--- src/riscv_hzrd_pkg.sv ---
package riscv_hzrd_pkg;

  // widths with a meaning of their own
  typedef logic [4:0] regaddr_t;   // x0..x31
  typedef logic [6:0] opcode_t;    // major opcode, instr[6:0]
  typedef logic [2:0] funct3_t;
  typedef logic [6:0] funct7_t;
  typedef logic [1:0] resultsrc_t; // writeback source select
  typedef logic [1:0] fwdsel_t;    // execute operand forward select

  // major opcodes used by the hazard logic
  localparam opcode_t OPC_LUI    = 7'b0110111;
  localparam opcode_t OPC_LOAD   = 7'b0000011;
  localparam opcode_t OPC_STORE  = 7'b0100011;
  localparam opcode_t OPC_BRANCH = 7'b1100011;
  localparam opcode_t OPC_OP     = 7'b0110011;
  localparam opcode_t OPC_OPIMM  = 7'b0010011;
  localparam opcode_t OPC_SYSTEM = 7'b1110011;

  localparam resultsrc_t RES_ALU  = 2'd0;
  localparam resultsrc_t RES_LOAD = 2'd2; // data comes back from the dcache

  localparam funct7_t FUNCT7_MULDIV = 7'd1; // M extension on OP

  // operand forward select encodings
  localparam fwdsel_t FWD_REGF    = 2'd0;
  localparam fwdsel_t FWD_WB      = 2'd1;
  localparam fwdsel_t FWD_MEM_ALU = 2'd2;
  localparam fwdsel_t FWD_MEM_LUI = 2'd3; // upper immediate of a LUI in memory

  // register usage of one instruction as it moves down the pipe
  typedef struct packed {
    regaddr_t   rs1;
    regaddr_t   rs2;
    regaddr_t   rd;        // zero when the instruction writes nothing
    opcode_t    opcode;
    logic       regw;
    resultsrc_t resultsrc;
    logic       iscsr;
    logic       muldiv;    // multiply or divide, waits for the result-valid level
  } stage_tag_t;

  // all zero tag, no reads that matter and no writes
  localparam stage_tag_t TAG_BUBBLE = '0;

endpackage

--- src/riscv_decode_tags.sv ---
`timescale 1ns/10ps

module riscv_decode_tags
  import riscv_hzrd_pkg::*;
(
  input  logic [31:0] i_riscv_instr,
  output stage_tag_t  o_riscv_tag
);

  opcode_t  opcode;
  funct3_t  funct3;
  funct7_t  funct7;
  regaddr_t rd_field;
  logic     writes_rd;

  assign opcode   = i_riscv_instr[6:0];
  assign funct3   = i_riscv_instr[14:12];
  assign funct7   = i_riscv_instr[31:25];
  assign rd_field = i_riscv_instr[11:7];

  // which major opcodes write back to the register file
  always_comb
  begin
    case (opcode)
      OPC_LUI,
      OPC_OP,
      OPC_OPIMM,
      OPC_LOAD,
      OPC_SYSTEM:
      begin
        writes_rd = 1'b1;
      end
      OPC_STORE,
      OPC_BRANCH:
      begin
        writes_rd = 1'b0; // bits 11:7 hold immediate bits here
      end
      default:
      begin
        writes_rd = 1'b0;
      end
    endcase
  end

  always_comb
  begin
    o_riscv_tag.rs1    = i_riscv_instr[19:15];
    o_riscv_tag.rs2    = i_riscv_instr[24:20];
    o_riscv_tag.opcode = opcode;
    o_riscv_tag.regw   = writes_rd;

    // no destination means nothing downstream can match it
    if (writes_rd)
    begin
      o_riscv_tag.rd = rd_field;
    end
    else
    begin
      o_riscv_tag.rd = '0;
    end

    o_riscv_tag.resultsrc = (opcode == OPC_LOAD) ? RES_LOAD : RES_ALU;

    // ecall/ebreak/mret have funct3 0, only csrrw..csrrci count
    o_riscv_tag.iscsr  = (opcode == OPC_SYSTEM) && (funct3 != 3'd0);
    o_riscv_tag.muldiv = (opcode == OPC_OP) && (funct7 == FUNCT7_MULDIV);
  end

endmodule

--- src/riscv_stage_regs.sv ---
`timescale 1ns/10ps

module riscv_stage_regs
  import riscv_hzrd_pkg::*;
(
  input  logic       i_riscv_clk,
  input  logic       i_arst_n,
  input  stage_tag_t i_riscv_fetch_tag,
  input  logic       i_riscv_stallfd,
  input  logic       i_riscv_stallde,
  input  logic       i_riscv_stallem,
  input  logic       i_riscv_stallmw,
  input  logic       i_riscv_flushfd,
  input  logic       i_riscv_flushde,
  output stage_tag_t o_riscv_tag_d,
  output stage_tag_t o_riscv_tag_e,
  output stage_tag_t o_riscv_tag_m,
  output stage_tag_t o_riscv_tag_w
);

  // fetch -> decode, stall wins over flush
  always_ff @(posedge i_riscv_clk or negedge i_arst_n)
  begin
    if (!i_arst_n)
    begin
      o_riscv_tag_d <= TAG_BUBBLE;
    end
    else if (!i_riscv_stallfd)
    begin
      if (i_riscv_flushfd)
      begin
        o_riscv_tag_d <= TAG_BUBBLE; // redirect kills the fetched instruction
      end
      else
      begin
        o_riscv_tag_d <= i_riscv_fetch_tag;
      end
    end
  end

  // decode -> execute
  always_ff @(posedge i_riscv_clk or negedge i_arst_n)
  begin
    if (!i_arst_n)
    begin
      o_riscv_tag_e <= TAG_BUBBLE;
    end
    else if (!i_riscv_stallde)
    begin
      if (i_riscv_flushde)
      begin
        o_riscv_tag_e <= TAG_BUBBLE; // load-use bubble or redirect
      end
      else
      begin
        o_riscv_tag_e <= o_riscv_tag_d;
      end
    end
  end

  // execute -> memory, keeps moving while a bubble goes into execute
  always_ff @(posedge i_riscv_clk or negedge i_arst_n)
  begin
    if (!i_arst_n)
    begin
      o_riscv_tag_m <= TAG_BUBBLE;
    end
    else if (!i_riscv_stallem)
    begin
      o_riscv_tag_m <= o_riscv_tag_e;
    end
  end

  // memory -> writeback
  always_ff @(posedge i_riscv_clk or negedge i_arst_n)
  begin
    if (!i_arst_n)
    begin
      o_riscv_tag_w <= TAG_BUBBLE;
    end
    else if (!i_riscv_stallmw)
    begin
      o_riscv_tag_w <= o_riscv_tag_m;
    end
  end

endmodule

--- src/riscv_hazardunit.sv ---
`timescale 1ns/10ps

module riscv_hazardunit
  import riscv_hzrd_pkg::*;
(
  input  stage_tag_t i_riscv_tag_d,
  input  stage_tag_t i_riscv_tag_e,
  input  stage_tag_t i_riscv_tag_m,
  input  stage_tag_t i_riscv_tag_w,
  input  logic       i_riscv_pcsrc,
  input  logic       i_riscv_dcache_stall,
  input  logic       i_riscv_icache_stall,
  input  logic       i_riscv_muldiv_valid,
  output fwdsel_t    o_riscv_fwda,
  output fwdsel_t    o_riscv_fwdb,
  output logic       o_riscv_stallpc,
  output logic       o_riscv_stallfd,
  output logic       o_riscv_stallde,
  output logic       o_riscv_stallem,
  output logic       o_riscv_stallmw,
  output logic       o_riscv_flushfd,
  output logic       o_riscv_flushde,
  output logic       o_riscv_globstall,
  output logic       o_riscv_passwb
);

  logic m_stall;      // multiply/divide still busy in execute
  logic glob_stall;
  logic rs1_hit_e;    // decode rs1 produced by execute
  logic rs2_hit_e;
  logic e_late;       // execute result not ready for a dependent in decode
  logic ld_csr_stall;
  logic ld_csr_flush;

  // forward select for one execute source, memory stage has priority
  function automatic fwdsel_t fwd_sel(
    input regaddr_t   rs,
    input stage_tag_t tag_m,
    input stage_tag_t tag_w
  );
    logic hit_m;
    logic hit_w;
    hit_m = (rs == tag_m.rd) && tag_m.regw && (tag_m.rd != '0);
    hit_w = (rs == tag_w.rd) && tag_w.regw && (tag_w.rd != '0);
    if (hit_m && (tag_m.opcode == OPC_LUI))
    begin
      fwd_sel = FWD_MEM_LUI;
    end
    else if (hit_m)
    begin
      fwd_sel = FWD_MEM_ALU;
    end
    else if (hit_w)
    begin
      fwd_sel = FWD_WB;
    end
    else
    begin
      fwd_sel = FWD_REGF;
    end
  endfunction

  assign o_riscv_fwda = fwd_sel(i_riscv_tag_e.rs1, i_riscv_tag_m, i_riscv_tag_w);
  assign o_riscv_fwdb = fwd_sel(i_riscv_tag_e.rs2, i_riscv_tag_m, i_riscv_tag_w);

  // caches or an unfinished multiply freeze the whole pipe
  assign m_stall    = i_riscv_tag_e.muldiv & ~i_riscv_muldiv_valid;
  assign glob_stall = i_riscv_dcache_stall | i_riscv_icache_stall | m_stall;

  assign o_riscv_globstall = glob_stall;

  assign rs1_hit_e = (i_riscv_tag_d.rs1 == i_riscv_tag_e.rd);
  assign rs2_hit_e = (i_riscv_tag_d.rs2 == i_riscv_tag_e.rd);

  // load data, or a csr read value seen by a non-csr reader
  assign e_late = (i_riscv_tag_e.resultsrc == RES_LOAD) ||
                  (i_riscv_tag_e.iscsr && !i_riscv_tag_d.iscsr);

  // a csr in decode has its csr address in the rs2 field, so skip that compare
  assign ld_csr_stall = (rs1_hit_e || (rs2_hit_e && !i_riscv_tag_d.iscsr)) && e_late;
  assign ld_csr_flush = (rs1_hit_e || rs2_hit_e) && e_late;

  always_comb
  begin
    o_riscv_stallpc = ld_csr_stall | glob_stall;
    o_riscv_stallfd = ld_csr_stall | glob_stall;
    o_riscv_stallde = glob_stall;
    o_riscv_stallem = glob_stall;
    o_riscv_stallmw = glob_stall;
  end

  // nothing is flushed while the pipe is frozen
  assign o_riscv_flushde = (ld_csr_flush | i_riscv_pcsrc) & ~glob_stall;
  assign o_riscv_flushfd = i_riscv_pcsrc & ~glob_stall;

  // back to back csr ops, memory reads the csr value still in writeback
  assign o_riscv_passwb = i_riscv_tag_m.iscsr && i_riscv_tag_w.iscsr &&
                          (i_riscv_tag_w.rd == i_riscv_tag_m.rs1);

endmodule

--- src/riscv_hzrd_top.sv ---
`timescale 1ns/10ps

module riscv_hzrd_top
  import riscv_hzrd_pkg::*;
(
  input  logic        i_riscv_clk,
  input  logic        i_arst_n,
  input  logic [31:0] i_riscv_instr,
  input  logic        i_riscv_pcsrc,
  input  logic        i_riscv_dcache_stall,
  input  logic        i_riscv_icache_stall,
  input  logic        i_riscv_muldiv_valid,
  output fwdsel_t     o_riscv_fwda,
  output fwdsel_t     o_riscv_fwdb,
  output logic        o_riscv_stallpc,
  output logic        o_riscv_stallfd,
  output logic        o_riscv_stallde,
  output logic        o_riscv_stallem,
  output logic        o_riscv_stallmw,
  output logic        o_riscv_flushfd,
  output logic        o_riscv_flushde,
  output logic        o_riscv_globstall,
  output logic        o_riscv_passwb
);

  stage_tag_t fetch_tag;
  stage_tag_t tag_d;
  stage_tag_t tag_e;
  stage_tag_t tag_m;
  stage_tag_t tag_w;

  riscv_decode_tags u_decode_tags (
    .i_riscv_instr (i_riscv_instr),
    .o_riscv_tag   (fetch_tag)
  );

  // stall and flush strobes loop back from the hazard unit
  riscv_stage_regs u_stage_regs (
    .i_riscv_clk       (i_riscv_clk),
    .i_arst_n          (i_arst_n),
    .i_riscv_fetch_tag (fetch_tag),
    .i_riscv_stallfd   (o_riscv_stallfd),
    .i_riscv_stallde   (o_riscv_stallde),
    .i_riscv_stallem   (o_riscv_stallem),
    .i_riscv_stallmw   (o_riscv_stallmw),
    .i_riscv_flushfd   (o_riscv_flushfd),
    .i_riscv_flushde   (o_riscv_flushde),
    .o_riscv_tag_d     (tag_d),
    .o_riscv_tag_e     (tag_e),
    .o_riscv_tag_m     (tag_m),
    .o_riscv_tag_w     (tag_w)
  );

  riscv_hazardunit u_hazardunit (
    .i_riscv_tag_d        (tag_d),
    .i_riscv_tag_e        (tag_e),
    .i_riscv_tag_m        (tag_m),
    .i_riscv_tag_w        (tag_w),
    .i_riscv_pcsrc        (i_riscv_pcsrc),
    .i_riscv_dcache_stall (i_riscv_dcache_stall),
    .i_riscv_icache_stall (i_riscv_icache_stall),
    .i_riscv_muldiv_valid (i_riscv_muldiv_valid),
    .o_riscv_fwda         (o_riscv_fwda),
    .o_riscv_fwdb         (o_riscv_fwdb),
    .o_riscv_stallpc      (o_riscv_stallpc),
    .o_riscv_stallfd      (o_riscv_stallfd),
    .o_riscv_stallde      (o_riscv_stallde),
    .o_riscv_stallem      (o_riscv_stallem),
    .o_riscv_stallmw      (o_riscv_stallmw),
    .o_riscv_flushfd      (o_riscv_flushfd),
    .o_riscv_flushde      (o_riscv_flushde),
    .o_riscv_globstall    (o_riscv_globstall),
    .o_riscv_passwb       (o_riscv_passwb)
  );

endmodule

--- config.mk ---
export PLATFORM = sky130hd
export DESIGN_NAME = riscv_hzrd_top
export DESIGN_NICKNAME = d
export VERILOG_FILES = /design/src/riscv_hzrd_pkg.sv /design/src/riscv_decode_tags.sv /design/src/riscv_stage_regs.sv /design/src/riscv_hazardunit.sv /design/src/riscv_hzrd_top.sv
export SDC_FILE = /design/constraint.sdc
export NUM_CORES = 1
export LEC_CHECK = 0
export ABC_CLOCK_PERIOD_IN_PS = 3400
export BUFFER_PORTS_ARGS = -buffer_cell sky130_fd_sc_hd__buf_2
export CAP_MARGIN = 10
export CORE_UTILIZATION = 35
export CTS_BUF_LIST = sky130_fd_sc_hd__clkbuf_4 sky130_fd_sc_hd__clkbuf_8
export CTS_CLUSTER_DIAMETER = 80
export DETAILED_ROUTE_END_ITERATION = 12
export PLACE_DENSITY_LB_ADDON = 0.2
export SLEW_MARGIN = 10
export SYNTH_ARGS = -nofsm -noshare
export SYNTH_HDL_FRONTEND = slang
export SYNTH_SLANG_ARGS = --single-unit
--- constraint.sdc ---
create_clock -name i_riscv_clk -period 3.4 [get_ports i_riscv_clk]
set_input_delay 0.17 -clock i_riscv_clk [delete_from_list [all_inputs] [get_ports i_riscv_clk]]
set_output_delay 0.17 -clock i_riscv_clk [all_outputs]
set_load 0.005 [all_outputs]
; Word level (Yosys, flattened, before mapping)
; Cells that the tools add are included.
[totals]
word_cells = 85
regBits = 80
output_inout_bits = 13
input_bits = 38
[classes]
mux = 11
n_reduce_logical = 26
bitwise_logic = 9
eq_ne = 15
[ops]
columns = op, count
row1 = $mux 27, 2
row2 = $eq 5x5->1, 7
row3 = $eq 7x6->1 const B, 3
row4 = $logic_and 1x1->1, 18
row5 = $mux 2, 5
row6 = $reduce_bool 5->1, 2
row7 = $eq 7x1->1 const B, 1
row8 = $eq 7x2->1 const B, 1
row9 = $eq 7x5->1 const B, 1
row10 = $eq 7x7->1 const B, 1
row11 = $mux 5, 1
row12 = $reduce_or 5->1, 1
row13 = $or 1x1->1, 4
row14 = $and 1x1->1, 3
row15 = $logic_or 1x1->1, 3
row16 = $mux 1, 3
row17 = $reduce_bool 3->1, 1
row18 = $eq 2x2->1 const B, 1
row19 = $not 1->1, 2
row20 = $logic_not 1->1, 1

; Longest topological paths before layout
[depth]
depth_word = 7
ltp_mapped = 8
mapped_depth_nobuf = 6

; Hierarchy
; Synthesis repeated with hierarchy kept, for this count alone.
[hier_totals]
cells_unflattened = 465
hier_area_um2 = 5297.6
[modules_own_cells]
columns = module, area_each_um2, instances, seq_area_each_um2, cells_each
row1 = riscv_stage_regs, 4445.5, 1, 2702.6, 345
row2 = riscv_hazardunit, 554.3, 1, 0.0, 77
row3 = riscv_decode_tags, 297.8, 1, 0.0, 43

; Worst setup path before layout
; Ideal clock, no wire load.
[synth_path]
path_type = register to register
start = register u_stage_regs.o_riscv_tag_e[0] in the netlist's numbering
end = register u_stage_regs.o_riscv_tag_d[17] in the netlist's numbering
required_ns = 3.275
synth_period_minus_slack_ns = 1.647
t_arrival_ns = 1.522
path_stages_with_launch = 8
n_path_buf = 2
slack_ns = 1.753
cell_sequence = dfrtp_1 > nand2b_1 > and2_2 > inv_1 > buf_2 > nor3_2 > buf_6 > mux2_2
[synth_via]
elab_chain_len = 5
elab_cells_between_ends = 6
cone_classes = 1 x mux / 5 x bitwise
[synth_lines]
columns = item, line
row1 = start: declaration, riscv_stage_regs.sv:16  ; output stage_tag_t o_riscv_tag_e,
row2 = start signal: assignment, riscv_stage_regs.sv:56  ; o_riscv_tag_e <= o_riscv_tag_d;
row3 = $and 1x1->1 *, riscv_hazardunit.sv:67  ; assign m_stall = i_riscv_tag_e.muldiv & ~i_riscv_muldiv_valid;
row4 = $or 1x1->1 *, riscv_hazardunit.sv:68  ; assign glob_stall = i_riscv_dcache_stall | i_riscv_icache_stall | m_stall;
row5 = $not 1->1, riscv_hazardunit.sv:94  ; assign o_riscv_flushfd = i_riscv_pcsrc & ~glob_stall;
row6 = $and 1x1->1, riscv_hazardunit.sv:94
row7 = $mux 27, riscv_stage_regs.sv:30  ; if (i_riscv_flushfd)
row8 = end signal: assignment, riscv_stage_regs.sv:36  ; o_riscv_tag_d <= i_riscv_fetch_tag;
row9 = end: declaration, riscv_stage_regs.sv:15  ; output stage_tag_t o_riscv_tag_d,
; Every way passes the cells marked *; elsewhere a longest branch is shown, timed or not.
; A chain may end at the register's enable or synchronous reset.

; Worst setup path in the final report
[layout_path]
start = register u_stage_regs.o_riscv_tag_e[13] in the netlist's numbering
end = output o_riscv_stallpc
[layout_via]
elab_chain_len = 5
elab_cells_between_ends = 6
cone_classes = 2 x eq/ne / 1 x bitwise / 3 x reduce/logical
[layout_lines]
columns = item, line
row1 = $eq 5x5->1, riscv_hazardunit.sv:73  ; assign rs2_hit_e = (i_riscv_tag_d.rs2 == i_riscv_tag_e.rd);
row2 = $logic_and 1x1->1, riscv_hazardunit.sv:80  ; assign ld_csr_stall = (rs1_hit_e || (rs2_hit_e && !i_riscv_tag_d.iscsr)) && e_late;
row3 = $logic_or 1x1->1 *, riscv_hazardunit.sv:80
row4 = $logic_and 1x1->1 *, riscv_hazardunit.sv:80
row5 = $or 1x1->1 *, riscv_hazardunit.sv:85  ; o_riscv_stallpc = ld_csr_stall | glob_stall;
row6 = end: declaration, riscv_hzrd_top.sv:15  ; output logic o_riscv_stallpc,
; Marked as above.

==> impl_metrics.env <==
export IMPL_status="complete, but fails checks"
export IMPL_violations="negative hold slack"
export IMPL_initial_core_util_pct=35.9
export IMPL_cts_made_buffers=9
export IMPL_yosysSeqAreaShare_pct=53.1
export IMPL_cts_sinks=78
export IMPL_tightest_slew_ns=0.990
export IMPL_synthTopCellsByArea="dfrtp_1 (53%), nand2_1 (8.7%), a22o_1 (6.9%)"
export IMPL_crit_chain="xnor2_1 -> nand3_1 -> nor4_4 -> nor3_2 -> buf_4 -> inv_2 -> buf_2"
export IMPL_worst_path_max_delay_cell="dfrtp_1"
export IMPL_num_vias=2532
export IMPL_synthXorXnorAreaFrac_pct=8.34
export IMPL_layout_min_cycle_time_ns=2.26
export IMPL_synth_nets=381
export IMPL_num_nets_final=428
export IMPL_max_clock_path_buffers=2
export IMPL_dieWidth_um=104
export IMPL_min_period_over_period_pct=66.6
export IMPL_grt_use_total_pct=15.6
export IMPL_routed_wl_um=7540
export IMPL_hp_class="in -> async"
export IMPL_crit_required_ns=3.23
export IMPL_regArea_um2=1950
export IMPL_portBuffers=50
export IMPL_ys_flop_type="dfrtp_1"
export IMPL_cp_start_kind="flop"
export IMPL_clk_pin_slew_worst_paths_ns=0.08
export IMPL_finalHoldViolations=8
export IMPL_slowest_delay_ns=0.45
export IMPL_postCtsHoldBufs=0
export IMPL_cts_setup_buffers=0
export IMPL_synth_area_um2=3680
export IMPL_synthTopCellsByCount="nand2_1 (85), dfrtp_1 (78), a22o_1 (29)"
export IMPL_grt_antenna_before_repair=0
export IMPL_slew_headroom_pct=34.0
export IMPL_synth_area_per_cell_um2=10.7
export IMPL_core_area_um2=10200
export IMPL_die_area_um2=10900
export IMPL_cts_resized=0
export IMPL_fin_hold_ws_ns=-0.00791
export IMPL_worstSetupEndpointType="primary output"
export IMPL_synth_fa_ha_area_share_pct=0
export IMPL_fillers=1020
export IMPL_syn_inst=343
export IMPL_drive_gt1_share_pct=25.1
export IMPL_rr_startpoint="u_stage_regs.o_riscv_tag_e[0]$_DFFE_PN0N_"
export IMPL_overflow=0
export IMPL_row_count=37
export IMPL_synth_compound_area_share_pct=10.6
export IMPL_grt_max_degree=79
export IMPL_cap_violations=0
export IMPL_fin_setup_tns_ns=0
export IMPL_rsz0062_at_grt="false"
export IMPL_vdd_ir_drop_worst_v=0.000175
export IMPL_synth_top_family_by_area="simple AND/OR/NAND/NOR gates"
export IMPL_dp_hpwl_um=5200
export IMPL_io_pin_count=51
export IMPL_synth_seq_cells=78
export IMPL_synthSimpleGateAreaFrac_pct=18.6
export IMPL_synthArstFlopShare_pct=100
export IMPL_finalWeightedCongestion=0.778
export IMPL_grt_pass1_wl_um=13300
export IMPL_drtPass1Iterations=7
export IMPL_grt_pass1_vias=2574
export IMPL_clockRootBuffer="clkbuf_8"
export IMPL_arrival_ns=2.09
export IMPL_startpoint="u_stage_regs.o_riscv_tag_e[13]$_DFFE_PN0N_"
export IMPL_synth_top_cell_by_area="dfrtp_1"
export IMPL_synth_top_area_share_pct=53.1
export IMPL_insertion_delay_ns=0.35
export IMPL_cellPowerDensity_nw_per_um2=481
export IMPL_critPathMaxFanout=11
export IMPL_drtAntennaViolNets=0
export IMPL_drc=0
export IMPL_max_freq_mhz=442
export IMPL_p_leak_nw=2.07
export IMPL_cts_max_level=3
export IMPL_maxSlewViolCount=0
export IMPL_setup_violations=0
export IMPL_drt_iter0_markers=89
export IMPL_synth_cell_types=44
export IMPL_die_y_um=104
export IMPL_viasPerCell=4.77
export IMPL_synth_mux_area_share_pct=5.82
export IMPL_ys_warn_count=0
export IMPL_yosysMostFrequentCell="nand2_1"
export IMPL_utilization_pct=41.3
export IMPL_area_growth_pct=15.0
export IMPL_synth_edf_count=0
export IMPL_n_antenna_cell=0
export IMPL_multiInputGateArea_um2=1600
export IMPL_worst_clock_skew_ns=0.00907
export IMPL_wl_per_cell_um=14.2
export IMPL_path_class="reg -> out"
export IMPL_cts_tree="built"
## placed cells by master (no fill, tap or decap), drive strengths merged, types with 6 or more instances in the layout
cell type  count
nand2         85
dfrtp         78
buf           55
a22o          30
xnor2         25
mux2          19
nor2b         17
xor2          10
clkbuf        10
nand3          8
nor4           7
inv            6
## logic make-up (layout without fill, tap and decap cells)
group | Yosys count | count (layout)
buf+inv | 24 | 76
flops | 78 | 78
compound gates | 47 | 47
xor+xnor | 35 | 35
mux | 19 | 19
simple gates | 140 | 140
## registers in the layout, summed over array words and instances, names as in the netlist
signal / cells
u_stage_regs.o_riscv_tag_e: 26
u_stage_regs.o_riscv_tag_m: 19
u_stage_regs.o_riscv_tag_d: 26
u_stage_regs.o_riscv_tag_w: 7
## report_power, final
part / total, W / internal (W) / switching, W
clock network: 0.000711 / 0.000353 / 0.000358
logic: 0.000253 / 0.000126 / 0.000126
registers: 0.00107 / 0.00100 / 0.0000679
## per-stage QoR
| stage | worst slack (ns) | total power [W] | std cells | hold slack (ns) | area (um^2) |
|---|---|---|---|---|---|
| finish | 1.14 | 0.00203 | 531 | -0.00791 | 4230 |
| global route | 0.902 | 0.00215 | 531 | 0.00702 | 4230 |
| CTS | 1.07 | 0.00206 | 531 | 0.0184 | 4230 |
| detailed placement | 1.41 | 0.00135 | 515 | 0.391 | 4030 |
| global placement | 1.43 | 0.00134 | 515 | 0.388 | 4030 |
| floorplan | 1.75 | 0.00125 | 343 | -0.126 | 3680 |
## routing by layer
layer / global-route usage, % / wire (um) / vias up
li1: - / - / 1270
met4: 6.53 / 104 / 0
met2: 22.6 / 3270 / 36
met5: 0 / 0 / -
met1: 22.6 / 3970 / 1217
met3: 3.20 / 188 / 9
## critical path: cells and delay by family (launching register included)
kind,cells,cell delay (ns)
AND/OR/NAND/NOR,3,0.62
buffers and inverters,3,0.46
XOR/XNOR,1,0.22
flip-flops,1,0.45
## final timing paths
check / to / slack, ns / cells past startpoint
max: o_riscv_stallpc / 1.14 / 7
min: u_stage_regs.o_riscv_tag_m[25]$_DFFE_PN0N_ / -0.008 / 1
max reg2reg: u_stage_regs.o_riscv_tag_e[16]$_DFFE_PN0N_ / 1.38 / 7
min reg2reg: u_stage_regs.o_riscv_tag_m[11]$_DFFE_PN0N_ / 0.48 / 2
max in group asynchronous: u_stage_regs.o_riscv_tag_d[4]$_DFFE_PN0N_ / 2.79 / 1
min in group i_riscv_clk: u_stage_regs.o_riscv_tag_d[13]$_DFFE_PN0N_ / 0.03 / 2
## final cells by class
class	instances	area share [%]
sequential	78	46.2
timing repair buffer	55	6.87
clock buffer	10	3.11
tap	136	4.02
clock inverter	6	1.66
multi-input combinational	241	37.7
inverter	5	0.444
(Power assumes the default switching activity.)
